**src/bus_pkg.sv**
```systemverilog
`default_nettype none

package bus_pkg;

  ////////////////////////////////////////
  // bus field widths
  ////////////////////////////////////////

  localparam int unsigned ADDR_W = 8;   // byte address, only low bits reach the array
  localparam int unsigned DATA_W = 32;  // one word per beat, no strobes
  localparam int unsigned ID_W   = 4;   // transaction id, echoed on B and R

  // the memory target decodes the low four address bits
  localparam int unsigned MEM_WORDS = 16;

  ////////////////////////////////////////
  // payload types
  ////////////////////////////////////////

  typedef logic [ADDR_W-1:0] addr_t;  // AW and AR address
  typedef logic [DATA_W-1:0] data_t;  // W and R data
  typedef logic [ID_W-1:0]   id_t;    // id on AW, AR, B and R

endpackage : bus_pkg

`default_nettype wire

```
**src/iso_pkg.sv**
```systemverilog
`default_nettype none

package iso_pkg;

  // cap on outstanding transactions per direction
  localparam int unsigned MAX_PENDING = 4;

  // one extra bit so the counter can hold MAX_PENDING itself
  localparam int unsigned CNT_W = $clog2(MAX_PENDING) + 1;

  typedef logic [CNT_W-1:0] pend_cnt_t;  // pending and w unlock counts

  // per-direction gate state
  typedef enum logic [1:0] {
    NORMAL,   // pass-through
    HOLD,     // keep a started address valid high until it is taken
    DRAIN,    // block new addresses, wait for responses
    ISOLATE   // everything toward the target is silenced
  } gate_state_t;

endpackage : iso_pkg

`default_nettype wire

```
**src/bus_isolate.sv**
```systemverilog
`default_nettype none

module bus_isolate import bus_pkg::*; import iso_pkg::*; (
  input  wire         clk_i,
  input  wire         rst_n_i,
  // slave side, from the bus master
  input  wire         s_aw_valid_i,
  output logic        s_aw_ready_o,
  input  addr_t       s_aw_addr_i,
  input  id_t         s_aw_id_i,
  input  wire         s_w_valid_i,
  output logic        s_w_ready_o,
  input  data_t       s_w_data_i,
  output logic        s_b_valid_o,
  input  wire         s_b_ready_i,
  output id_t         s_b_id_o,
  input  wire         s_ar_valid_i,
  output logic        s_ar_ready_o,
  input  addr_t       s_ar_addr_i,
  input  id_t         s_ar_id_i,
  output logic        s_r_valid_o,
  input  wire         s_r_ready_i,
  output id_t         s_r_id_o,
  output data_t       s_r_data_o,
  // master side, toward the target
  output logic        m_aw_valid_o,
  input  wire         m_aw_ready_i,
  output addr_t       m_aw_addr_o,
  output id_t         m_aw_id_o,
  output logic        m_w_valid_o,
  input  wire         m_w_ready_i,
  output data_t       m_w_data_o,
  input  wire         m_b_valid_i,
  output logic        m_b_ready_o,
  input  id_t         m_b_id_i,
  output logic        m_ar_valid_o,
  input  wire         m_ar_ready_i,
  output addr_t       m_ar_addr_o,
  output id_t         m_ar_id_o,
  input  wire         m_r_valid_i,
  output logic        m_r_ready_o,
  input  id_t         m_r_id_i,
  input  data_t       m_r_data_i,
  // four-phase isolation handshake
  input  wire         iso_req_i,
  output logic        iso_ack_o
);

  gate_state_t wr_state_q, rd_state_q;
  pend_cnt_t   pend_aw_q, pend_ar_q;  // outstanding writes / reads
  pend_cnt_t   w_unlock_q;            // addresses sent whose data beat is still due
  logic        aw_xfer, w_xfer, b_xfer, ar_xfer, r_xfer;
  logic        aw_cap, ar_cap;        // counter limit reached
  logic        w_open;                // data channel unlocked

  // shared next-state rule for both directions
  function automatic gate_state_t next_state(
    input gate_state_t cur,
    input logic        cap,
    input logic        s_valid,
    input logic        m_ready,
    input logic        req,
    input pend_cnt_t   pend
  );
    gate_state_t nxt;
    nxt = cur;
    case (cur)
      NORMAL:  if (!cap && s_valid && !m_ready) nxt = HOLD;  // handshake started, must finish
               else if (req)                    nxt = DRAIN;
      HOLD:    if (m_ready) nxt = req ? DRAIN : NORMAL;
      DRAIN:   if (pend == '0) nxt = ISOLATE;                // last response is back
      ISOLATE: if (!req) nxt = NORMAL;
      default: nxt = NORMAL;
    endcase
    return nxt;
  endfunction

  // transfers seen on the master side
  assign aw_xfer = m_aw_valid_o & m_aw_ready_i;
  assign w_xfer  = m_w_valid_o  & m_w_ready_i;
  assign b_xfer  = m_b_valid_i  & m_b_ready_o;
  assign ar_xfer = m_ar_valid_o & m_ar_ready_i;
  assign r_xfer  = m_r_valid_i  & m_r_ready_o;

  assign aw_cap = (pend_aw_q == pend_cnt_t'(MAX_PENDING)) ||
                  (w_unlock_q == pend_cnt_t'(MAX_PENDING));  // no room for another data beat
  assign ar_cap = (pend_ar_q == pend_cnt_t'(MAX_PENDING));

  ////////////////////////////////////////
  // counters and state registers
  ////////////////////////////////////////

  always_ff @(posedge clk_i) begin
    if (!rst_n_i) begin
      pend_aw_q  <= '0;
      pend_ar_q  <= '0;
      w_unlock_q <= '0;
      wr_state_q <= NORMAL;  // ack low out of reset
      rd_state_q <= NORMAL;
    end else begin
      pend_aw_q  <= pend_aw_q + pend_cnt_t'(aw_xfer) - pend_cnt_t'(b_xfer);
      pend_ar_q  <= pend_ar_q + pend_cnt_t'(ar_xfer) - pend_cnt_t'(r_xfer);
      w_unlock_q <= w_unlock_q + pend_cnt_t'(aw_xfer) - pend_cnt_t'(w_xfer);
      wr_state_q <= next_state(wr_state_q, aw_cap, s_aw_valid_i, m_aw_ready_i,
                               iso_req_i, pend_aw_q);
      rd_state_q <= next_state(rd_state_q, ar_cap, s_ar_valid_i, m_ar_ready_i,
                               iso_req_i, pend_ar_q);
    end
  end

  ////////////////////////////////////////
  // write direction, AW and B
  ////////////////////////////////////////

  always_comb begin
    m_aw_valid_o = s_aw_valid_i;  // default is a straight connection
    m_aw_addr_o  = s_aw_addr_i;
    m_aw_id_o    = s_aw_id_i;
    s_aw_ready_o = m_aw_ready_i;
    s_b_valid_o  = m_b_valid_i;
    s_b_id_o     = m_b_id_i;
    m_b_ready_o  = s_b_ready_i;
    case (wr_state_q)
      NORMAL: begin
        if (aw_cap) begin
          m_aw_valid_o = 1'b0;
          s_aw_ready_o = 1'b0;
        end
      end
      HOLD:   m_aw_valid_o = 1'b1;  // ready stays connected
      DRAIN: begin
        m_aw_valid_o = 1'b0;
        m_aw_addr_o  = '0;
        m_aw_id_o    = '0;
        s_aw_ready_o = 1'b0;
      end
      default: begin  // ISOLATE
        m_aw_valid_o = 1'b0;
        m_aw_addr_o  = '0;
        m_aw_id_o    = '0;
        s_aw_ready_o = 1'b0;
        s_b_valid_o  = 1'b0;
        s_b_id_o     = '0;
        m_b_ready_o  = 1'b0;
      end
    endcase
  end

  // w is open once its address went out, or is being offered this cycle
  assign w_open      = (w_unlock_q != '0) | m_aw_valid_o;
  assign m_w_valid_o = s_w_valid_i & w_open;
  assign m_w_data_o  = w_open ? s_w_data_i : '0;
  assign s_w_ready_o = m_w_ready_i & w_open;

  ////////////////////////////////////////
  // read direction, AR and R
  ////////////////////////////////////////

  always_comb begin
    m_ar_valid_o = s_ar_valid_i;
    m_ar_addr_o  = s_ar_addr_i;
    m_ar_id_o    = s_ar_id_i;
    s_ar_ready_o = m_ar_ready_i;
    s_r_valid_o  = m_r_valid_i;
    s_r_id_o     = m_r_id_i;
    s_r_data_o   = m_r_data_i;
    m_r_ready_o  = s_r_ready_i;
    case (rd_state_q)
      NORMAL: begin
        if (ar_cap) begin
          m_ar_valid_o = 1'b0;
          s_ar_ready_o = 1'b0;
        end
      end
      HOLD:   m_ar_valid_o = 1'b1;
      DRAIN: begin
        m_ar_valid_o = 1'b0;
        m_ar_addr_o  = '0;
        m_ar_id_o    = '0;
        s_ar_ready_o = 1'b0;
      end
      default: begin  // ISOLATE
        m_ar_valid_o = 1'b0;
        m_ar_addr_o  = '0;
        m_ar_id_o    = '0;
        s_ar_ready_o = 1'b0;
        s_r_valid_o  = 1'b0;
        s_r_id_o     = '0;
        s_r_data_o   = '0;
        m_r_ready_o  = 1'b0;
      end
    endcase
  end

  // ack straight from the state flops, both directions must be quiet
  assign iso_ack_o = (wr_state_q == ISOLATE) && (rd_state_q == ISOLATE);

endmodule : bus_isolate

`default_nettype wire

```
**src/resp_fifo.sv**
```systemverilog
`default_nettype none

module resp_fifo #(
  parameter int unsigned DEPTH = 8,  // power of two keeps the pointer wrap trivial
  parameter int unsigned WIDTH = 8
) (
  input  wire              clk_i,
  input  wire              rst_n_i,
  input  wire              push_i,   // producer strobe, ignored when full
  input  logic [WIDTH-1:0] data_i,
  output logic             full_o,
  input  wire              pop_i,    // consumer ready
  output logic [WIDTH-1:0] data_o,
  output logic             valid_o   // not empty
);

  logic [WIDTH-1:0]         mem_q [DEPTH];
  logic [$clog2(DEPTH)-1:0] wr_ptr_q, rd_ptr_q;
  logic [$clog2(DEPTH):0]   count_q;  // 0 .. DEPTH
  logic                     do_push, do_pop;

  assign do_push = push_i & ~full_o;
  assign do_pop  = pop_i & valid_o;

  assign full_o  = (count_q == DEPTH);
  assign valid_o = (count_q != '0);
  assign data_o  = mem_q[rd_ptr_q];  // head entry, written on an earlier edge

  // control state
  always_ff @(posedge clk_i) begin
    if (!rst_n_i) begin
      wr_ptr_q <= '0;
      rd_ptr_q <= '0;
      count_q  <= '0;
    end else begin
      if (do_push) begin
        wr_ptr_q <= (wr_ptr_q == DEPTH - 1) ? '0 : wr_ptr_q + 1'b1;
      end
      if (do_pop) begin
        rd_ptr_q <= (rd_ptr_q == DEPTH - 1) ? '0 : rd_ptr_q + 1'b1;
      end
      case ({do_push, do_pop})
        2'b10:   count_q <= count_q + 1'b1;
        2'b01:   count_q <= count_q - 1'b1;
        default: count_q <= count_q;  // both or neither
      endcase
    end
  end

  // storage
  always_ff @(posedge clk_i) begin
    if (do_push) begin
      mem_q[wr_ptr_q] <= data_i;
    end
  end

endmodule : resp_fifo

`default_nettype wire

```
**src/mem_target.sv**
```systemverilog
`default_nettype none

module mem_target import bus_pkg::*; (
  input  wire    clk_i,
  input  wire    rst_n_i,
  // write request, address and data taken together
  input  wire    aw_valid_i,
  output logic   aw_ready_o,
  input  addr_t  aw_addr_i,
  input  id_t    aw_id_i,
  input  wire    w_valid_i,
  output logic   w_ready_o,
  input  data_t  w_data_i,
  // read request
  input  wire    ar_valid_i,
  output logic   ar_ready_o,
  input  addr_t  ar_addr_i,
  input  id_t    ar_id_i,
  // write response queue
  output logic   b_push_o,
  output id_t    b_id_o,
  input  wire    b_full_i,
  // read response queue
  output logic   r_push_o,
  output id_t    r_id_o,
  output data_t  r_data_o,
  input  wire    r_full_i
);

  data_t                        mem_q [MEM_WORDS];
  logic [$clog2(MEM_WORDS)-1:0] wr_idx, rd_idx;  // word index from low address bits
  logic                         wr_en, rd_en;

  assign wr_idx = aw_addr_i[$clog2(MEM_WORDS)-1:0];
  assign rd_idx = ar_addr_i[$clog2(MEM_WORDS)-1:0];

  ////////////////////////////////////////
  // acceptance
  ////////////////////////////////////////

  // a write needs both halves and a free B slot
  assign wr_en      = aw_valid_i & w_valid_i & ~b_full_i;
  assign aw_ready_o = wr_en;
  assign w_ready_o  = wr_en;

  assign rd_en      = ar_valid_i & ~r_full_i;
  assign ar_ready_o = rd_en;

  ////////////////////////////////////////
  // responses
  ////////////////////////////////////////

  assign b_push_o = wr_en;     // queued on the accepting edge
  assign b_id_o   = aw_id_i;

  assign r_push_o = rd_en;
  assign r_id_o   = ar_id_i;
  assign r_data_o = mem_q[rd_idx];  // old word if a write hits the same cycle

  // array, starts from zero
  always_ff @(posedge clk_i) begin
    if (!rst_n_i) begin
      for (int i = 0; i < MEM_WORDS; i++) begin
        mem_q[i] <= '0;
      end
    end else if (wr_en) begin
      mem_q[wr_idx] <= w_data_i;
    end
  end

endmodule : mem_target

`default_nettype wire

```
**src/isolated_mem.sv**
```systemverilog
`default_nettype none

module isolated_mem import bus_pkg::*; (
  input  wire    clk_i,
  input  wire    rst_n_i,
  input  wire    s_aw_valid_i,
  output wire    s_aw_ready_o,
  input  addr_t  s_aw_addr_i,
  input  id_t    s_aw_id_i,
  input  wire    s_w_valid_i,
  output wire    s_w_ready_o,
  input  data_t  s_w_data_i,
  output wire    s_b_valid_o,
  input  wire    s_b_ready_i,
  output id_t    s_b_id_o,
  input  wire    s_ar_valid_i,
  output wire    s_ar_ready_o,
  input  addr_t  s_ar_addr_i,
  input  id_t    s_ar_id_i,
  output wire    s_r_valid_o,
  input  wire    s_r_ready_i,
  output id_t    s_r_id_o,
  output data_t  s_r_data_o,
  input  wire    iso_req_i,   // from the power manager
  output wire    iso_ack_o
);

  // gate to target and queues
  wire        m_aw_valid, m_aw_ready, m_w_valid, m_w_ready, m_ar_valid, m_ar_ready;
  wire addr_t m_aw_addr, m_ar_addr;
  wire id_t   m_aw_id, m_ar_id;
  wire data_t m_w_data;
  wire        m_b_valid, m_b_ready, m_r_valid, m_r_ready;  // queue heads
  wire id_t   m_b_id, m_r_id;
  wire data_t m_r_data;
  // target to queues
  wire        b_push, b_full, r_push, r_full;
  wire id_t   b_push_id, r_push_id;
  wire data_t r_push_data;

  bus_isolate u_gate (
    .clk_i, .rst_n_i,
    .s_aw_valid_i, .s_aw_ready_o, .s_aw_addr_i, .s_aw_id_i,
    .s_w_valid_i,  .s_w_ready_o,  .s_w_data_i,
    .s_b_valid_o,  .s_b_ready_i,  .s_b_id_o,
    .s_ar_valid_i, .s_ar_ready_o, .s_ar_addr_i, .s_ar_id_i,
    .s_r_valid_o,  .s_r_ready_i,  .s_r_id_o,    .s_r_data_o,
    .m_aw_valid_o (m_aw_valid), .m_aw_ready_i (m_aw_ready),
    .m_aw_addr_o  (m_aw_addr),  .m_aw_id_o    (m_aw_id),
    .m_w_valid_o  (m_w_valid),  .m_w_ready_i  (m_w_ready),  .m_w_data_o (m_w_data),
    .m_b_valid_i  (m_b_valid),  .m_b_ready_o  (m_b_ready),  .m_b_id_i   (m_b_id),
    .m_ar_valid_o (m_ar_valid), .m_ar_ready_i (m_ar_ready),
    .m_ar_addr_o  (m_ar_addr),  .m_ar_id_o    (m_ar_id),
    .m_r_valid_i  (m_r_valid),  .m_r_ready_o  (m_r_ready),
    .m_r_id_i     (m_r_id),     .m_r_data_i   (m_r_data),
    .iso_req_i, .iso_ack_o
  );

  mem_target u_target (
    .clk_i, .rst_n_i,
    .aw_valid_i (m_aw_valid), .aw_ready_o (m_aw_ready),
    .aw_addr_i  (m_aw_addr),  .aw_id_i    (m_aw_id),
    .w_valid_i  (m_w_valid),  .w_ready_o  (m_w_ready),  .w_data_i (m_w_data),
    .ar_valid_i (m_ar_valid), .ar_ready_o (m_ar_ready),
    .ar_addr_i  (m_ar_addr),  .ar_id_i    (m_ar_id),
    .b_push_o   (b_push),     .b_id_o     (b_push_id),  .b_full_i (b_full),
    .r_push_o   (r_push),     .r_id_o     (r_push_id),
    .r_data_o   (r_push_data), .r_full_i  (r_full)
  );

  // deeper than the gate cap, never the limiting factor
  resp_fifo #(.DEPTH(8), .WIDTH(ID_W)) b_fifo (
    .clk_i, .rst_n_i,
    .push_i (b_push),    .data_i  (b_push_id), .full_o (b_full),
    .pop_i  (m_b_ready), .data_o  (m_b_id),    .valid_o (m_b_valid)
  );

  resp_fifo #(.DEPTH(8), .WIDTH(ID_W + DATA_W)) r_fifo (
    .clk_i, .rst_n_i,
    .push_i (r_push),    .data_i  ({r_push_id, r_push_data}), .full_o (r_full),
    .pop_i  (m_r_ready), .data_o  ({m_r_id, m_r_data}),       .valid_o (m_r_valid)
  );

endmodule : isolated_mem

`default_nettype wire

```
**config.mk**
```make
export PLATFORM = sky130hd
export DESIGN_NAME = isolated_mem
export DESIGN_NICKNAME = d
export VERILOG_FILES = /design/src/bus_pkg.sv /design/src/iso_pkg.sv /design/src/bus_isolate.sv /design/src/resp_fifo.sv /design/src/mem_target.sv /design/src/isolated_mem.sv
export SDC_FILE = /design/constraint.sdc
export NUM_CORES = 1
export LEC_CHECK = 0
export BUFFER_PORTS_ARGS = -buffer_cell sky130_fd_sc_hd__buf_4
export CORE_AREA = 5 5 288 290
export DETAILED_ROUTE_END_ITERATION = 16
export DIE_AREA = 0 0 293 295
export GPL_ROUTABILITY_DRIVEN = 0
export MAX_ROUTING_LAYER = met4
export PLACE_DENSITY = 0.66
export SLEW_MARGIN = 30
export SYNTH_ARGS = -nofsm -noshare
export SYNTH_HDL_FRONTEND = slang
export SYNTH_SLANG_ARGS = --single-unit
export TNS_END_PERCENT = 10
```
**constraint.sdc**
```tcl
create_clock -name clk_i -period 7.1 [get_ports clk_i]
set_input_delay 0.71 -clock clk_i [delete_from_list [all_inputs] [get_ports clk_i]]
set_output_delay 0.71 -clock clk_i [all_outputs]
set_load 0.005 [all_outputs]
```
==> flow_summary.rst, run 1 <==
.. list-table::
   :header-rows: 1

   * - Metric
     - Value
   * - Crit start category
     - flop
   * - Element type at the critical path end
     - output pin
   * - Max-cap violations
     - 0
   * - Class of the tightest hold or removal check
     - in2reg
   * - Netlist area before placement
     - approximately 40000 um2
   * - Hold-fix buffer count after cts
     - 0
   * - Slew of the pin with the lowest slew margin
     - 1.05 ns
   * - Portion of netlist area occupied by mux cells
     - around an eighth
   * - Critical path arrival
     - 3.22 ns
   * - Initial cell density of the core
     - roughly half
   * - Total clock buffers created by CTS
     - between 80 and 90
   * - Number of buffers inserted by post-CTS setup repair
     - 0
   * - Leading cell type in the layout, fill and taps excluded
     - sky130_fd_sc_hd__edfxtp_1
   * - Buffers added on ports
     - approximately 100
   * - Drt initial violations
     - around 2400
   * - Total of endpoints with negative setup slack in the final report
     - 0
   * - CTS tree
     - yes
   * - Power density over the cells
     - 308 nW/um2
   * - Horizontal extent of the die
     - between 200 and 300 um
   * - Number of flops mapped to enable cells by yosys
     - between 800 and 900
   * - Clock latency of the later-clocked register in the worst-skew pair
     - roughly 0.63 ns
   * - Slew Limit Headroom
     - between 20 and 30%
   * - GRT Overall Usage
     - a little over a fifth
   * - Worst vdd ir
     - ~0.47 mV
   * - Final period demand of the worst path
     - approximately 4 ns
   * - Via count of the routed design
     - 22400
   * - Global-route wire length before repair
     - about 140000 um
   * - Core footprint
     - about 80000 um2
   * - Number of synthesized register bits
     - just under 900
   * - XOR/XNOR share of the synthesized area
     - less than 1%
   * - Num ports
     - 110
   * - Final number of hold-violating endpoints
     - 0
   * - Final sum of negative setup slack
     - 0 ns
   * - Number of antenna violations at the first check in global routing
     - 3
   * - Maximum number of pins on one net before global-route repair
     - ~220
   * - Post-Route Hold Slack
     - a little under 0.4 ns
   * - Clock skew
     - 0.0243 ns
   * - Fraction of the mapped netlist area in simple logic gates
     - 13.0%
   * - Post-Syn Nets
     - 2659
   * - Final worst-path cycle share
     - a little under three fifths
   * - CP Max Fanout
     - 38
   * - Count of final max-slew check failures
     - 0
   * - Num Clock Sinks
     - between 800 and 900
   * - Final core utilization
     - 54.4%
   * - Flop2flop setup slack
     - between 3 and 4 ns
   * - Count of antenna-violating nets left after detailed routing
     - 0
   * - Per-cell via count in the routed design
     - roughly 6
   * - Post-detailed-route DRC marker count
     - 0
   * - Sequential-to-total area share from yosys stat
     - between 60 and 70%
   * - CP required
     - approximately 6.4 ns
   * - Overall Power
     - roughly 13 mW
   * - Synthesized-area fraction occupied by ao, oa, aoi and oai cells
     - 4.83%
   * - Unrepaired setup endpoints after global routing
     - no
   * - Post-synthesis average cell area
     - about 15 um2
   * - Async set or reset register ratio after synthesis
     - 0%
   * - Via count of the first global-routing pass
     - about 23000
   * - First drt pass iteration count
     - 5
   * - GRT Residual Overflow
     - 0
   * - Post-CTS sizing
     - 0
   * - FMAX
     - roughly 250 MHz
   * - Layout Nets
     - between 2000 and 3000
   * - Clock slew at reported path FFs
     - approximately 0.060 ns
   * - Top FF cell, synth
     - sky130_fd_sc_hd__edfxtp_1
   * - Commonest non-fill, non-tap cells in the layout
     - sky130_fd_sc_hd__edfxtp_1 (832), sky130_fd_sc_hd__nor3b_1 (515), sky130_fd_sc_hd__mux2i_1 (145), sky130_fd_sc_hd__buf_4 (131), sky130_fd_sc_hd__a21oi_1 (115)
   * - Distinct cells, synth
     - 57
   * - HPWL reported at the end of detailed placement
     - 51000 um
   * - Outcome
     - completed
   * - Area Overhead vs Synth
     - 9.63%
   * - Num rows
     - about 100
   * - Final WS setup
     - 3.17 ns
   * - Adder and majority gate portion of the synthesized area
     - 0.832%
   * - Die Y-Extent
     - between 200 and 300 um
   * - Final WL
     - 92500 um
   * - Largest family of logic cells by synthesized area
     - simple AND/OR/NAND/NOR gates
   * - Total die area
     - between 80000 and 90000 um2
   * - Per-cell routed wire length
     - approximately 25 um
   * - Worst Path Class, Setup
     - reg2out
   * - CTS Buffer Depth
     - 3
   * - Buffer type at the clock tree root
     - sky130_fd_sc_hd__clkbuf_16
   * - CTS H-tree lvls
     - 3
   * - Leakage power
     - ~14 nW
   * - Ys Warns
     - 0
   * - Synth Instances
     - ~2600
   * - Share of cells above drive strength 1
     - approximately a fifth
   * - Post-Place Worst Slack
     - 2.90 ns
[final timing paths]
check	startpoint	end	cells after the start
hold / removal	iso_req_i	u_gate.wr_state_q[1]	3
setup / recovery	flop	s_r_data_o[31]	5
setup reg to reg	u_gate.pend_aw_q[1]	u_target.mem_q[0][14]	5
hold reg to reg	b_fifo.count_q[3]	b_fifo.count_q[3]	2
[metrics by stage]
stage / cell area [um2] / instances
global route: 43500 / 3672
floorplan: 39700 / 2571
detailed placement: 40800 / 3509
finish: 43500 / 3672
global placement: 40700 / 3506
CTS: 43500 / 3669
[sequential cells by signal, summed over array words and instances (netlist names), 4 cells and up, named ones only]
signal	flops
u_target.mem_q	512
r_fifo.mem_q	288
b_fifo.mem_q	32
b_fifo.count_q	4
r_fifo.count_q	4
[layer usage]
metal	share of wire [%]	global-route usage [%]
met1	41	28.9
met2	50	36.1
met3	7.6	3.86
met4	1.5	4.56
met5	0	-
[area by class of cell]
class,instances,area [um2]
inverters,55,206
well taps,1060,1330
fillers,6409,36500
clock inverters,47,335
repair buffers,139,1120
flip-flops and latches,871,25800
clock buffers,113,2390
diodes,2,5.00
multi-input cells,1385,12400
[Yosys cell counts (9+ instances only)]
cell | instances | area [um2]
sky130_fd_sc_hd__buf_2 | 92 | 460
sky130_fd_sc_hd__inv_1 | 54 | 203
sky130_fd_sc_hd__o211ai_1 | 32 | 240
sky130_fd_sc_hd__nand4_4 | 15 | 319
sky130_fd_sc_hd__o22ai_1 | 32 | 200
sky130_fd_sc_hd__mux2i_1 | 145 | 1450
sky130_fd_sc_hd__a221oi_1 | 12 | 105
sky130_fd_sc_hd__dfxtp_1 | 39 | 781
sky130_fd_sc_hd__edfxtp_1 | 832 | 25000
sky130_fd_sc_hd__o21ai_0 | 41 | 205
sky130_fd_sc_hd__buf_6 | 49 | 552
sky130_fd_sc_hd__buf_1 | 9 | 33.8
sky130_fd_sc_hd__a31oi_1 | 32 | 200
sky130_fd_sc_hd__mux2_2 | 64 | 721
sky130_fd_sc_hd__nor2b_1 | 10 | 62.6
sky130_fd_sc_hd__a21oi_1 | 115 | 576
sky130_fd_sc_hd__and2_1 | 12 | 75.1
sky130_fd_sc_hd__nand2_1 | 68 | 255
sky130_fd_sc_hd__ha_1 | 20 | 250
sky130_fd_sc_hd__nor2_1 | 65 | 244
sky130_fd_sc_hd__nor3b_1 | 517 | 3880
sky130_fd_sc_hd__clkbuf_1 | 105 | 394
sky130_fd_sc_hd__a221oi_2 | 20 | 300
sky130_fd_sc_hd__mux4_2 | 112 | 2520
[cell families (layout without fill, tap and decap cells)]
logic type               Yosys count  in the layout
AO/OA/AOI/OAI                    295            295
XOR/XNOR                          11             11
multiplexers                     321            321
buffers and inverters            315            354
AND/OR/NAND/NOR                  734            734
other                              0              2
adder cells (fa/ha/maj)           24             24
flip-flops                       871            871
[worst max-delay path: stages, from the launching register on]
cell and delay, ns:
sky130_fd_sc_hd__dfxtp_4 0.79, sky130_fd_sc_hd__buf_4 0.72, sky130_fd_sc_hd__mux4_2 0.60, sky130_fd_sc_hd__mux2i_1 0.23, sky130_fd_sc_hd__nor2_1 0.08, sky130_fd_sc_hd__buf_4 0.15
[where the power goes]
part           internal (mW)  switching, mW  total (mW)
Clock                   2.49           1.92        4.41
Sequential              6.00          0.196        6.19
Combinational           1.00           1.82        2.82
No activity file was read; power rests on OpenSTA's default activity.
==> run 2, diff against run 1 <==
PLACE_DENSITY = 0.68   (was 0.66)
clock period = 3.2 ns   (was 7.1 ns; I/O delays follow)
==> flow_summary.rst, run 2 (synthesis gave the netlist of run 1 again) <==
.. list-table::
   :header-rows: 1

   * - Metric
     - Value
   * - Power density over the cells
     - 686 nW/um2 (+120%)
   * - Post-CTS sizing
     - 0 (unchanged)
   * - Num ports
     - 110 (unchanged)
   * - Crit start category
     - flop
   * - Number of antenna violations at the first check in global routing
     - 2 (-1)
   * - Layout Nets
     - 2689 (+2.3%)
   * - Final WS setup
     - 0.250 ns (-2.92 ns)
   * - Clock skew
     - 0.0163 ns (-0.00794 ns)
   * - Max-cap violations
     - 0 (unchanged)
   * - Total placed instance area
     - 41500 um2 (+1.8%)
   * - Fillers
     - 6273 (-2.1%)
   * - Met2 WL
     - 46400 um (+0.67%)
   * - Total of endpoints with negative setup slack in the final report
     - 0 (unchanged)
   * - Per-cell routed wire length
     - 24.9 um (-1.3%)
   * - Per-cell via count in the routed design
     - 6.08 (-0.39%)
   * - Class of the tightest hold or removal check
     - in2reg
   * - Maximum number of pins on one net before global-route repair
     - 151 (-32%)
   * - Post-detailed-route DRC marker count
     - 0 (unchanged)
   * - Via count of the first global-routing pass
     - 23200 (+0.90%)
   * - GRT Residual Overflow
     - 0 (unchanged)
   * - Global-route wire length before repair
     - 141000 um (+0.12%)
   * - Slew of the pin with the lowest slew margin
     - 0.915 ns (-0.137 ns)
   * - Top layer in use
     - met4
   * - Buffer type at the clock tree root
     - sky130_fd_sc_hd__clkbuf_16
   * - Clock slew at reported path FFs
     - 0.06 ns (about the same)
   * - Register with the highest flop count
     - u_target.mem_q
   * - Worst vdd ir
     - 0.693 mV (+48%)
   * - Commonest non-fill, non-tap cells in the layout
     - sky130_fd_sc_hd__edfxtp_1 (832), sky130_fd_sc_hd__nor3b_1 (515), sky130_fd_sc_hd__buf_4 (168), sky130_fd_sc_hd__mux2i_1 (145), sky130_fd_sc_hd__a21oi_1 (115)
   * - Leakage power
     - 14.5 nW (+2.9%)
   * - Area Overhead vs Synth
     - 11.6%
   * - Total clock buffers created by CTS
     - 88 (unchanged)
   * - Final WL
     - 92700 um (+0.24%)
   * - First drt pass iteration count
     - 5 (unchanged)
   * - Number of standard cells in the final layout excluding fillers
     - 3728 (+1.5%)
   * - Largest registers ranked by flip-flop count
     - u_target.mem_q x512, r_fifo.mem_q x288, b_fifo.mem_q x32
   * - Core footprint
     - 80000 um2 (unchanged)
   * - HPWL reported at the end of detailed placement
     - 52400 um (+2.6%)
   * - Final Instance Area
     - 44300 um2 (+1.8%)
   * - Start of the worst register-to-register path
     - b_fifo.count_q[1]
   * - CP Max Fanout
     - 22 (-42%)
   * - CTS Buffer Depth
     - 3 (unchanged)
   * - Max FFs per register
     - 512 (unchanged)
   * - Number of buffers inserted by post-CTS setup repair
     - 0 (unchanged)
   * - M1 WL
     - 38600 um (+1.6%)
   * - Hold_sp
     - s_w_valid_i
   * - Count of final max-slew check failures
     - 0 (unchanged)
   * - Area used by multi-input combinational logic
     - 12300 um2 (-0.32%)
   * - Worst Path Class, Setup
     - reg2out
   * - GRT Overall Usage
     - 21.8% (-0.040 points)
   * - Num rows
     - 104 (unchanged)
   * - FMAX
     - 339 MHz
   * - CTS tree
     - yes
   * - Buffers added on ports
     - 101 (unchanged)
   * - Unrepaired setup endpoints after global routing
     - no
   * - Final core utilization
     - 55.4% (+0.96 points)
   * - Initial cell density of the core
     - 49.6% (unchanged)
   * - Clock latency of the later-clocked register in the worst-skew pair
     - 0.63 ns (about the same)
   * - Outcome
     - completed
   * - Final worst-path cycle share
     - between 90 and 100%
   * - DP Cell Count
     - 3570 (+1.7%)
   * - Count of antenna-violating nets left after detailed routing
     - 0 (unchanged)
   * - Final number of hold-violating endpoints
     - 0 (unchanged)
   * - Sequential cell area in the final layout
     - 25800 um2 (unchanged)
   * - Element type at the critical path end
     - output pin
   * - CTS H-tree lvls
     - 3 (unchanged)
   * - Final period demand of the worst path
     - roughly 2.9 ns
   * - Slew Limit Headroom
     - 38.7% (+8.8 points)
   * - Hold-fix buffer count after cts
     - 1 (+1)
   * - Post-Place Worst Slack
     - 0.321 ns (-2.58 ns)
   * - Share of cells above drive strength 1
     - 20.8% (+1.3 points)
   * - Horizontal extent of the die
     - 293 um (unchanged)
   * - CP required
     - 2.88 ns (-3.51 ns)
   * - Num Clock Sinks
     - 871 (unchanged)
   * - Met3 wire length
     - 6090 um (-13%)
   * - Critical path arrival
     - 2.63 ns (-0.59 ns)
   * - Leading cell type in the layout, fill and taps excluded
     - sky130_fd_sc_hd__edfxtp_1
   * - Via count of the routed design
     - 22700 (+1.1%)
   * - Total die area
     - 86400 um2 (unchanged)
   * - Drt initial violations
     - 2236 (-5.3%)
   * - Post-Route Hold Slack
     - 0.111 ns (-0.283 ns)
   * - Die Y-Extent
     - 295 um (unchanged)
run 2: cell count changes in the layout (fill, tap and decap cells not counted), moves of 2 or more:
cell / previous run / this run
sky130_fd_sc_hd__buf_12: 6 / 30
sky130_fd_sc_hd__nand2_1: 60 / 68
sky130_fd_sc_hd__nor4b_2: 2 / 0
sky130_fd_sc_hd__buf_4: 131 / 168
sky130_fd_sc_hd__clkbuf_1: 20 / 15
sky130_fd_sc_hd__nand2_4: 8 / 0
sky130_fd_sc_hd__nor4b_4: 0 / 2
sky130_fd_sc_hd__nor4_2: 2 / 0
sky130_fd_sc_hd__clkinvlp_4: 3 / 1
sky130_fd_sc_hd__bufinv_16: 3 / 8
sky130_fd_sc_hd__clkinv_2: 15 / 10
sky130_fd_sc_hd__diode_2: 2 / 4
sky130_fd_sc_hd__clkinv_1: 18 / 22
run 2: area by class of cell:
class,instances,area share (%)
inverters,55,0.466
diodes,4,0.0226
repair buffers,200,4.26
clock buffers,106,5.27
well taps,1060,2.99
multi-input cells,1385,27.8
flip-flops and latches,871,58.2
clock inverters,47,0.977
run 2: power breakdown:
| part | total, mW | leakage (nW) | switching (mW) | internal (mW) |
|---|---|---|---|---|
| Combinational | 6.69 | 4.65 | 4.13 | 2.56 |
| Sequential | 13.7 | 8.52 | 0.418 | 13.3 |
| Clock | 9.99 | 1.35 | 4.18 | 5.81 |
run 2: critical path: stages, from the launching register on:
cell and delay (ns):
sky130_fd_sc_hd__dfxtp_4 0.65, sky130_fd_sc_hd__buf_12 0.27, sky130_fd_sc_hd__mux4_2 0.52, sky130_fd_sc_hd__mux2i_1 0.29
sky130_fd_sc_hd__nor2_1 0.08, sky130_fd_sc_hd__buf_4 0.17
run 2: metrics by stage:
| step | power [mW] | TNS, ns |
|---|---|---|
| after detailed placement | 20.7 | 0 |
| after CTS | 30.7 | 0 |
| final | 30.4 | 0 |
| after floorplan | 18.5 | -109.19 |
| after global placement | 20.4 | 0 |
| after global routing | 31.7 | 0 |
run 2: final timing paths:
path,endpoint,slack [ns],depth (start not counted)
worst max-delay path,s_r_data_o[10],0.25,5
worst min-delay path,u_gate.wr_state_q[0],0.11,4
worst max register to register,b_fifo.count_q[2],0.31,11
worst min register to register,b_fifo.count_q[3],0.48,2
run 2: routing by layer:
layer	vias up	global-route usage (%)
met3	139	3.10
li1	10100	-
met1	11700	29.0
met5	-	-
met4	0	4.99
met2	731	36.2
